<file path="src/design/swt16_pkg.sv">
`default_nettype none

package swt16_pkg;

   localparam int word_width    = 16;
   localparam int reg_idx_width = 4;
   localparam int num_regs      = 16;
   localparam int opcode_width  = 4;
   localparam int imm_width     = 8;
   localparam int shamt_width   = 4;

   typedef logic [word_width-1:0]    word_t;
   typedef logic [word_width-1:0]    instr_t;
   typedef logic [reg_idx_width-1:0] reg_idx_t;
   typedef logic [imm_width-1:0]     imm_t;

   // Opcode field, bits 15 to 12 of the instruction
   typedef enum logic [opcode_width-1:0] {
      op_nop = 4'd0,
      op_ldi = 4'd1,
      op_add = 4'd2,
      op_sub = 4'd3,
      op_and = 4'd4,
      op_or  = 4'd5,
      op_xor = 4'd6,
      op_sll = 4'd7,
      op_srl = 4'd8,
      op_sra = 4'd9
   } opcode_t;

   typedef enum logic [3:0] {
      alu_pass_imm,
      alu_add,
      alu_sub,
      alu_and,
      alu_or,
      alu_xor,
      alu_sll,
      alu_srl,
      alu_sra
   } alu_op_t;

   // High when the opcode produces a register result
   function automatic logic decode_opcode(input opcode_t opcode, output alu_op_t alu_op);
      logic known;
      known  = 1'b1;
      alu_op = alu_pass_imm;
      case (opcode)
         op_ldi:  alu_op = alu_pass_imm;
         op_add:  alu_op = alu_add;
         op_sub:  alu_op = alu_sub;
         op_and:  alu_op = alu_and;
         op_or:   alu_op = alu_or;
         op_xor:  alu_op = alu_xor;
         op_sll:  alu_op = alu_sll;
         op_srl:  alu_op = alu_srl;
         op_sra:  alu_op = alu_sra;
         default: known = 1'b0;
      endcase
      return known;
   endfunction

endpackage

`default_nettype wire

</file>
<file path="src/design/swt16_stage_ifs.sv">
`timescale 1ns/1ps
`default_nettype none

// Decoded operation, decode to execute
interface op_if import swt16_pkg::*; ();
   logic     valid;
   logic     ready;
   alu_op_t  alu_op;
   reg_idx_t dst_idx;
   reg_idx_t src1_idx;
   reg_idx_t src2_idx;
   imm_t     imm;

   modport source (output valid, output alu_op, output dst_idx, output src1_idx,
                   output src2_idx, output imm, input ready);

   modport sink (input valid, input alu_op, input dst_idx, input src1_idx,
                 input src2_idx, input imm, output ready);
endinterface

// Register result, execute to writeback
interface res_if import swt16_pkg::*; ();
   logic     valid;
   logic     ready;
   reg_idx_t dst_idx;
   word_t    data;

   modport source (output valid, output dst_idx, output data, input ready);

   modport sink (input valid, input dst_idx, input data, output ready);
endinterface

`default_nettype wire

</file>
<file path="src/design/regfile.sv">
`timescale 1ns/1ps
`default_nettype none

module regfile import swt16_pkg::*; (
   input  wire           clock,
   input  wire           rst,
   input  wire           write,
   input  wire reg_idx_t write_idx,
   input  wire word_t    write_data,
   input  wire reg_idx_t rd1_idx,
   input  wire reg_idx_t rd2_idx,
   output word_t         rd1_data,
   output word_t         rd2_data
);

   word_t regs [num_regs];

   always_ff @(posedge clock) begin
      if (rst) begin
         for (int i = 0; i < num_regs; i++) begin
            regs[i] <= '0;
         end
      end else if (write) begin
         regs[write_idx] <= write_data;
      end
   end

   // Reads see the old value during a write
   assign rd1_data = regs[rd1_idx];
   assign rd2_data = regs[rd2_idx];

   write_idx_known: assert property (
      @(posedge clock) disable iff (rst)
      write |-> !$isunknown(write_idx)
   );

endmodule

`default_nettype wire

</file>
<file path="src/design/decode_stage.sv">
`timescale 1ns/1ps
`default_nettype none

module decode_stage import swt16_pkg::*; (
   input  wire         clock,
   input  wire         rst,
   input  wire         instr_valid,
   input  wire instr_t instr,
   output logic        instr_ready,
   op_if.source        op
);

   opcode_t  opcode;
   reg_idx_t dst_idx;
   reg_idx_t src1_idx;
   reg_idx_t src2_idx;
   imm_t     imm;
   alu_op_t  dec_alu_op;
   logic     dec_valid;

   // Instruction fields
   assign opcode   = opcode_t'(instr[15:12]);
   assign dst_idx  = instr[11:8];
   assign src1_idx = instr[7:4];
   assign src2_idx = instr[3:0];
   assign imm      = instr[imm_width-1:0];

   always_comb begin
      dec_valid = decode_opcode(opcode, dec_alu_op);
   end

   // Room when empty or when execute takes the current op
   assign instr_ready = !op.valid || op.ready;

   always_ff @(posedge clock) begin
      if (rst) begin
         op.valid    <= 1'b0;
         op.alu_op   <= alu_pass_imm;
         op.dst_idx  <= '0;
         op.src1_idx <= '0;
         op.src2_idx <= '0;
         op.imm      <= '0;
      end else if (instr_ready) begin
         // nop and undefined codes are consumed here
         op.valid <= instr_valid && dec_valid;
         if (instr_valid && dec_valid) begin
            op.alu_op   <= dec_alu_op;
            op.dst_idx  <= dst_idx;
            op.src1_idx <= src1_idx;
            op.src2_idx <= src2_idx;
            op.imm      <= imm;
         end
      end
   end

   op_held_until_taken: assert property (
      @(posedge clock) disable iff (rst)
      op.valid && !op.ready |=> op.valid && $stable(op.dst_idx) && $stable(op.alu_op)
   );

endmodule

`default_nettype wire

</file>
<file path="src/design/exec_stage.sv">
`timescale 1ns/1ps
`default_nettype none

module exec_stage import swt16_pkg::*; (
   input  wire        clock,
   input  wire        rst,
   op_if.sink         op,
   output reg_idx_t   rd1_idx,
   output reg_idx_t   rd2_idx,
   input  wire word_t rd1_data,
   input  wire word_t rd2_data,
   res_if.source      res
);

   word_t                  src1;
   word_t                  src2;
   word_t                  neg_src2;
   word_t                  alu_res;
   logic [shamt_width-1:0] shamt;
   logic                   byp1;
   logic                   byp2;

   assign rd1_idx = op.src1_idx;
   assign rd2_idx = op.src2_idx;

   // Own result register is the only value not yet in the register file
   assign byp1 = res.valid && (res.dst_idx == op.src1_idx);
   assign byp2 = res.valid && (res.dst_idx == op.src2_idx);

   assign src1 = byp1 ? res.data : rd1_data;
   assign src2 = byp2 ? res.data : rd2_data;

   assign shamt    = src2[shamt_width-1:0];
   assign neg_src2 = ~src2 + word_t'(1);

   always_comb begin
      case (op.alu_op)
         alu_pass_imm: alu_res = word_t'(op.imm);
         alu_add:      alu_res = src1 + src2;
         alu_sub:      alu_res = src1 + neg_src2;
         alu_and:      alu_res = src1 & src2;
         alu_or:       alu_res = src1 | src2;
         alu_xor:      alu_res = src1 ^ src2;
         alu_sll:      alu_res = src1 << shamt;
         alu_srl:      alu_res = src1 >> shamt;
         // Fills with the sign bit
         alu_sra:      alu_res = word_t'($signed(src1) >>> shamt);
         default:      alu_res = '0;
      endcase
   end

   assign op.ready = !res.valid || res.ready;

   always_ff @(posedge clock) begin
      if (rst) begin
         res.valid   <= 1'b0;
         res.dst_idx <= '0;
         res.data    <= '0;
      end else if (op.ready) begin
         res.valid <= op.valid;
         if (op.valid) begin
            res.dst_idx <= op.dst_idx;
            res.data    <= alu_res;
         end
      end
   end

   res_held_until_taken: assert property (
      @(posedge clock) disable iff (rst)
      res.valid && !res.ready |=> res.valid && $stable(res.data) && $stable(res.dst_idx)
   );

endmodule

`default_nettype wire

</file>
<file path="src/design/writeback_stage.sv">
`timescale 1ns/1ps
`default_nettype none

module writeback_stage import swt16_pkg::*; (
   input  wire  clock,
   input  wire  rst,
   res_if.sink  res,
   output logic reg_write,
   output reg_idx_t reg_write_idx,
   output word_t    reg_write_data,
   output logic     wb_valid,
   input  wire      wb_ready,
   output reg_idx_t wb_reg_idx,
   output word_t    wb_data
);

   assign res.ready = !wb_valid || wb_ready;

   // Register file updated on the same edge that loads the output register
   assign reg_write      = res.valid && res.ready;
   assign reg_write_idx  = res.dst_idx;
   assign reg_write_data = res.data;

   always_ff @(posedge clock) begin
      if (rst) begin
         wb_valid   <= 1'b0;
         wb_reg_idx <= '0;
         wb_data    <= '0;
      end else if (res.ready) begin
         wb_valid <= res.valid;
         if (res.valid) begin
            wb_reg_idx <= res.dst_idx;
            wb_data    <= res.data;
         end
      end
   end

   wb_stable_when_stalled: assert property (
      @(posedge clock) disable iff (rst)
      wb_valid && !wb_ready |=> wb_valid && $stable(wb_data) && $stable(wb_reg_idx)
   );

endmodule

`default_nettype wire

</file>
<file path="src/design/swt16_top.sv">
`timescale 1ns/1ps
`default_nettype none

module swt16_top import swt16_pkg::*; (
   input  wire         clock,
   input  wire         rst,
   input  wire         instr_valid,
   input  wire instr_t instr,
   output wire         instr_ready,
   output wire         wb_valid,
   input  wire         wb_ready,
   output reg_idx_t    wb_reg_idx,
   output word_t       wb_data
);

   logic     reg_write;
   reg_idx_t reg_write_idx;
   word_t    reg_write_data;
   reg_idx_t rd1_idx;
   reg_idx_t rd2_idx;
   word_t    rd1_data;
   word_t    rd2_data;

   op_if  op_bus ();
   res_if res_bus ();

   regfile regfile_i (
      .clock      (clock),
      .rst        (rst),
      .write      (reg_write),
      .write_idx  (reg_write_idx),
      .write_data (reg_write_data),
      .rd1_idx    (rd1_idx),
      .rd2_idx    (rd2_idx),
      .rd1_data   (rd1_data),
      .rd2_data   (rd2_data)
   );

   decode_stage decode_stage_i (
      .clock       (clock),
      .rst         (rst),
      .instr_valid (instr_valid),
      .instr       (instr),
      .instr_ready (instr_ready),
      .op          (op_bus.source)
   );

   exec_stage exec_stage_i (
      .clock    (clock),
      .rst      (rst),
      .op       (op_bus.sink),
      .rd1_idx  (rd1_idx),
      .rd2_idx  (rd2_idx),
      .rd1_data (rd1_data),
      .rd2_data (rd2_data),
      .res      (res_bus.source)
   );

   writeback_stage writeback_stage_i (
      .clock          (clock),
      .rst            (rst),
      .res            (res_bus.sink),
      .reg_write      (reg_write),
      .reg_write_idx  (reg_write_idx),
      .reg_write_data (reg_write_data),
      .wb_valid       (wb_valid),
      .wb_ready       (wb_ready),
      .wb_reg_idx     (wb_reg_idx),
      .wb_data        (wb_data)
   );

endmodule

`default_nettype wire

</file>
<file path="config.mk">
export PLATFORM = sky130hd
export DESIGN_NAME = swt16_top
export DESIGN_NICKNAME = d
export VERILOG_FILES = /design/src/design/swt16_pkg.sv /design/src/design/swt16_stage_ifs.sv /design/src/design/regfile.sv /design/src/design/decode_stage.sv /design/src/design/exec_stage.sv /design/src/design/writeback_stage.sv /design/src/design/swt16_top.sv
export SDC_FILE = /design/constraint.sdc
export NUM_CORES = 1
export LEC_CHECK = 0
export BUFFER_PORTS_ARGS = -buffer_cell sky130_fd_sc_hd__buf_4
export CORE_AREA = 2 2 211 171
export DETAILED_ROUTE_END_ITERATION = 8
export DIE_AREA = 0 0 213 173
export GPL_TIMING_DRIVEN = 1
export PLACE_DENSITY = 0.76
export SLEW_MARGIN = 20
export SYNTH_ARGS = -nofsm -noshare
export SYNTH_HDL_FRONTEND = slang
export SYNTH_HIERARCHICAL = 1
export SYNTH_SLANG_ARGS = --single-unit
</file>
<file path="constraint.sdc">
create_clock -name clock -period 14.3 [get_ports clock]
set_input_delay 2.145 -clock clock [delete_from_list [all_inputs] [get_ports clock]]
set_output_delay 2.145 -clock clock [all_outputs]
set_load 0.02 [all_outputs]
</file>
# ---- Word level (Yosys, flattened, before mapping)
# Memories as Yosys holds them, arrays and structs flattened. A register that Yosys moved wholly into a read port is not among the register bits.
# Index checks and enable logic that the tools add are counted.
# W data, S select, Z words.
dict set report classes {
  eq_ne 19
  shifts 3
  add_sub_neg 3
  reduce_logical 16
  n_bitwise 4
  n_mux 17
}
# op n
set ops {}
lappend ops {{$pmux W16 S9} 1}
lappend ops {{$mux W16} 3}
lappend ops {{$add A16 B16 Y16} 2}
lappend ops {{$eq A4 B3 Y1 const B} 8}
lappend ops {{$pmux W4 S8} 1}
lappend ops {{$mux W4} 5}
lappend ops {{$add A16 B1 Y16 const B} 1}
lappend ops {{$and A16 B16 Y16} 1}
lappend ops {{$eq A4 B2 Y1 const B} 4}
lappend ops {{$not A16 Y16} 1}
lappend ops {{$or A16 B16 Y16} 1}
lappend ops {{$reduce_or A16 Y1} 1}
lappend ops {{$shl A16 B4 Y16} 1}
lappend ops {{$shr A16 B4 Y16} 1}
lappend ops {{$sshr A16 B4 Y16} 1}
lappend ops {{$xor A16 B16 Y16} 1}
lappend ops {{$eq A4 B4 Y1 const B} 3}
lappend ops {{$reduce_or A9 Y1} 1}
lappend ops {{$eq A4 B1 Y1 const B} 2}
lappend ops {{$eq A4 B4 Y1} 2}
lappend ops {{$mux W1} 7}
lappend ops {{$reduce_and A2 Y1} 3}
lappend ops {{$logic_and A1 B1 Y1} 4}
lappend ops {{$logic_not A4 Y1} 1}
lappend ops {{other kinds (2)} 6}
dict set report totals {
  out_inout_bits 22
  n_memories 1
  ramBits 256
  inputBits 20
  register_bits 67
}
# name words width read_ports rd_clocked_by_memory_dff write_ports line_no
set mem_list {}
lappend mem_list {regfile_i.regs 16 16 2 2 16 regfile.sv:16} ;# word_t regs [num_regs];

# ---- Longest topological paths before layout
dict set report depth {
  depth_word 8
  ltp_mapped 23
  mapped_depth_nobuf 17
}

# ---- By module
# The synthesis kept the hierarchy.
# mod n_inst cells_per_inst area_each_um2
set modules_own_cells {}
lappend modules_own_cells {regfile 1 859 13419.1}
lappend modules_own_cells {exec_stage 1 722 5143.7}
lappend modules_own_cells {writeback_stage 1 117 1137.3}
lappend modules_own_cells {decode_stage 1 92 947.2}

# ---- Worst setup path before layout
# OpenSTA, ideal clock, no wires.
dict set report synth_path {
  path_kind {input to output}
  from {input wb_ready}
  to {output instr_ready}
  path_slack_ns 8.960
  path_buffers 3
  required_ns 12.155
  t_arrival_ns 3.195
  cell_stages 6
  path_cell_list {nand2b_4 > buf_6 > buf_2 > nand2b_1 > clkbuf_1 > nand2b_1}
}
dict set report synth_via {
  elab_chain_cells 3
}
# item line_no
set synth_rtl {}
lappend synth_rtl {{start: declaration} swt16_top.sv:11} ;# input wire wb_ready,
lappend synth_rtl {{$logic_or A1 B1 Y1} writeback_stage.sv:17} ;# assign res.ready = !wb_valid || wb_ready;
lappend synth_rtl {{via res_bus.ready} swt16_stage_ifs.sv:24} ;# logic ready;
lappend synth_rtl {{$logic_or A1 B1 Y1} exec_stage.sv:52} ;# assign op.ready = !res.valid || res.ready;
lappend synth_rtl {{via op_bus.ready} swt16_stage_ifs.sv:7} ;# logic ready;
lappend synth_rtl {{$logic_or A1 B1 Y1} decode_stage.sv:33} ;# assign instr_ready = !op.valid || op.ready;
lappend synth_rtl {{end: declaration} swt16_top.sv:9} ;# output wire instr_ready,
# The timed path passes the listed nets, and every way through them passes these cells.

# ---- Final worst setup path
dict set report layout_path {
  from {register decode_stage_i.op.src1_idx[0]}
  to {register exec_stage_i.res.data[15]}
}
dict set report layout_via {
  elab_chain_cells 5
}
# item line_no
set layout_rtl {}
lappend layout_rtl {{start: declaration} swt16_stage_ifs.sv:14} ;# modport source (output valid, output alu_op, output dst_idx, output src1_idx,
lappend layout_rtl {{$eq A4 B4 Y1 (*)} exec_stage.sv:27} ;# assign byp1 = res.valid && (res.dst_idx == op.src1_idx);
lappend layout_rtl {{$logic_and A1 B1 Y1 (*)} exec_stage.sv:27}
lappend layout_rtl {{$mux W16 (*)} exec_stage.sv:30} ;# assign src1 = byp1 ? res.data : rd1_data;
lappend layout_rtl {{$add A16 B16 Y16, or another cell as far along} exec_stage.sv:40} ;# alu_sub: alu_res = src1 + neg_src2;
lappend layout_rtl {{$pmux W16 S9 (*)} exec_stage.sv:37} ;# case (op.alu_op)
lappend layout_rtl {{end signal: assignment} exec_stage.sv:63} ;# res.data <= alu_res;
lappend layout_rtl {{end: declaration} swt16_stage_ifs.sv:28} ;# modport source (output valid, output dst_idx, output data, input ready);
# Mark *: on every way between the ends. The rest lies on a longest branch, timed or not.
# A chain may end at the register's enable or synchronous reset.

==> results_dict.tcl <==
set metrics [dict create \
    period_needed_ps 6280 \
    dp.cells 2172 \
    maxCapViolations 0 \
    crit_required_ps 14720 \
    cts_htree_levels 2 \
    grt_antenna_before_repair 1 \
    synthTopCellsByArea "edfxtp_1 37%, mux4_2 15%, and2_1 7.6%" \
    crit_path_start_kind "flop" \
    num_io_pins 42 \
    period_share 0.439 \
    io_buffers 41 \
    cts_max_path_buffers 3 \
    cts.sinks 315 \
    fin_hold_ws_ps 477 \
    std_cell_rows 61 \
    drc_errors 0 \
    switching_share 0.311 \
    cts_setup_buffers 0 \
    vias_per_cell 6.99 \
    p_per_area_nw_per_um2 113 \
    worstPathArrival_ps 6700 \
    postSynthAreaPerCell_um2 11.5 \
    criticalPathCategory "flop to flop" \
    clk_latency_ps 550 \
    critPathMaxFanout 42 \
    die_w_um 213 \
    finalPower_w 0.00249 \
    worst_pin_slew_ps 1250 \
    synth_top_cell_by_area "edfxtp_1" \
    power_switching_w 0.000776 \
    grt_max_degree 50 \
    drt-initial-drc-count 2407 \
    hold_violations 0 \
    post_cts_resized 0 \
    ant_nets 0 \
    wl_per_cell_um 29.3 \
    clock.fmax_mhz 159 \
    synth_edf_count 256 \
    syn-instance-count 1790 \
    drive_gt1_frac 0.228 \
    clkTransAtPathRegs_ps 70 \
    p_int_w 0.00172 \
    synth_top_area_share 0.372 \
    synth_flop_cell "edfxtp_1" \
    vias 15600 \
    area_growth_pct 7.05 \
    crit_slowest_cell "buf_4" \
    fin_nets 1808 \
    grt_overflow 0 \
    cts_root_buf "clkbuf_16" \
    syn-cell-area_um2 20600 \
    cp-end-kind "flop" \
    async_flop_share 0 \
    die_h_um 173 \
    wl_um 65300 \
    numCtsBuffers 35 \
    final_cells 2231 \
    p_leak_nw 7.99 \
    cts_tree "done" \
    p_seq_frac 0.425 \
    gp_congestion 0.987 \
    comb_power_share 0.229 \
    cp_common_cell "a21oi_1" \
    grt_pass1_vias 14900 \
    vdd_drop_max_mv 0.111 \
    cpPeakStageDelay_ps 790 \
    setup_violations 0 \
    clkPwrFrac 0.346 \
    cts_hold_buf 0 \
    status "completed" \
    path_cells "buf_4, mux4_2, a22oi_1, nand2_1, a21boi_0, a21oi_1, inv_1, ha_1, a21oi_1, o21bai_1, a31oi_1, o21ai_0, a21oi_1, o21ai_0, a31o_2, mux2i_1, o41a_1" \
    first_pass_iters 6 \
    yosysSeqAreaShare 0.430 \
    hpwlAfterDp_um 42800 \
    path_buf_inv 2 \
    grt_usage 0.358 \
    slew_violations 0 \
    yosysUniqueCellTypes 99 \
    fin_tns_setup_ps 0 \
    synth_fp_nets 1861 \
    hp-class "flop to flop" \
    coreArea_um2 34600 \
    finClkSkew_ps 21.3 \
    dieArea_um2 36800 \
    ys_ff_latch 315 \
    rsz0062_at_grt "false" \
    start_util 0.597 \
    diodes 0 \
    yosys_warnings 6 \
    grt_pass1_wl_um 96800 \
    crit_family "compound AO/OA/AOI/OAI gates" \
    slew_headroom 0.168 \
]
==> sequential cells by signal, indices dropped and copies added (netlist names), 3 cells and up <==
signal,flops
decode_stage_i/op.alu_op,4
decode_stage_i/op.dst_idx,4
decode_stage_i/op.src1_idx,4
decode_stage_i/op.src2_idx,3
exec_stage_i/res.data,16
exec_stage_i/res.dst_idx,4
regfile_i/regs,256
writeback_stage_i/wb_data,16
writeback_stage_i/wb_reg_idx,4
==> worst register-to-register path: cells and delay by family, from the launching register on <==
family                   cells  cell delay, ps
flip-flops                   1             680
AO/OA/AOI/OAI               11            3280
buffers and inverters        2            1010
adder cells (fa/ha/maj)      1             380
AND/OR/NAND/NOR              1              90
multiplexers                 2             750
==> placed cells by master (no fill, tap or decap), types with 50 or more instances in the layout <==
cell type	synthesis	layout
nand2_1	100	100
nand3_1	50	50
edfxtp_1	256	256
and2_1	250	250
dfxtp_1	59	54
buf_4	37	87
mux4_2	133	133
o21ai_0	59	59
a21oi_1	67	67
a22oi_1	72	72
nor2_1	54	54
==> Yosys cell counts, drive strengths merged (5+ instances only) <==
cell type  instances
mux4             135
a21o              12
a221o              6
a221oi            12
nor3              23
inv               49
mux2              30
nor2              58
a31oi              8
a21bo             21
or3                6
nor2b              9
dfxtp             59
nand3             52
or2b               7
a22oi             72
xnor2             12
o21ai             62
edfxtp           256
nand2b            29
and2             267
o211ai            20
a211oi             6
and3               7
nand2            100
clkbuf            96
ha                49
o21a               6
mux2i             38
nand4              7
o21bai             8
a21oi             84
or2               20
buf               81
o22ai              6
a21boi             5
==> final timing paths <==
| kind | from | to | slack, ps | cells after the start |
|---|---|---|---|---|
| worst min register to register | decode_stage_i/op.dst_idx[0]$_SDFFE_PP0P_ | exec_stage_i/res.dst_idx[0]$_SDFFE_PP0P_ | 480 | 2 |
| worst max-delay path | decode_stage_i/op.src1_idx[0]$_SDFFE_PP0P_ | exec_stage_i/res.data[15]$_SDFFE_PP0P_ | 8020 | 17 |
| worst min-delay path | decode_stage_i/op.dst_idx[0]$_SDFFE_PP0P_ | exec_stage_i/res.dst_idx[0]$_SDFFE_PP0P_ | 480 | 2 |
| worst max register to register | decode_stage_i/op.src1_idx[0]$_SDFFE_PP0P_ | exec_stage_i/res.data[15]$_SDFFE_PP0P_ | 8020 | 17 |
==> kinds of logic after synthesis <==
family,after synthesis,synth area share
and+or+nand+nor,601,0.166
AOI/OAI and AO/OA,378,0.130
DFF,315,0.430
buffers and inverters,227,0.0527
muxes,203,0.183
adders and majority gates,51,0.0316
xor gates and xnor gates,15,0.00636
==> through the flow <==
| step | util | setup slack (ps) | instance area, um2 |
|---|---|---|---|
| 2_1_floorplan | - | 8960 | 20600 |
| 3_3_place_gp | 0.608 | 8170 | 21000 |
| 3_5_place_dp | 0.608 | 8130 | 21000 |
| 4_1_cts | 0.639 | 8100 | 22100 |
| 5_1_grt | 0.639 | 7520 | 22100 |
| 6_report | 0.639 | 8020 | 22100 |
==> power by group through the flow <==
stage / Combinational (W) / Sequential, W / Clock, W
CTS: 0.000550 / 0.00106 / 0.000870
floorplan: 0.000408 / 0.00105 / 0
finish: 0.000571 / 0.00106 / 0.000863
detailed placement: 0.000547 / 0.00108 / 0
global route: 0.000604 / 0.00106 / 0.000907
global placement: 0.000546 / 0.00107 / 0
==> per-layer routing <==
layer	up-vias	part of all wire	track usage
li1	6601	-	-
met1	7770	0.40	0.533
met2	1114	0.43	0.504
met3	120	0.15	0.119
met4	0	0.026	0.0947
met5	-	0	0
==> final cells by class <==
| cell class | instances | area, um2 |
|---|---|---|
| clock inverters | 15 | 115 |
| well taps | 472 | 591 |
| repair buffers | 87 | 653 |
| multi-input cells | 1248 | 10700 |
| inverters | 50 | 188 |
| clock buffers | 44 | 962 |
| fillers | 2667 | 12500 |
| flip-flops and latches | 315 | 8880 |
(Power assumes the default switching activity.)
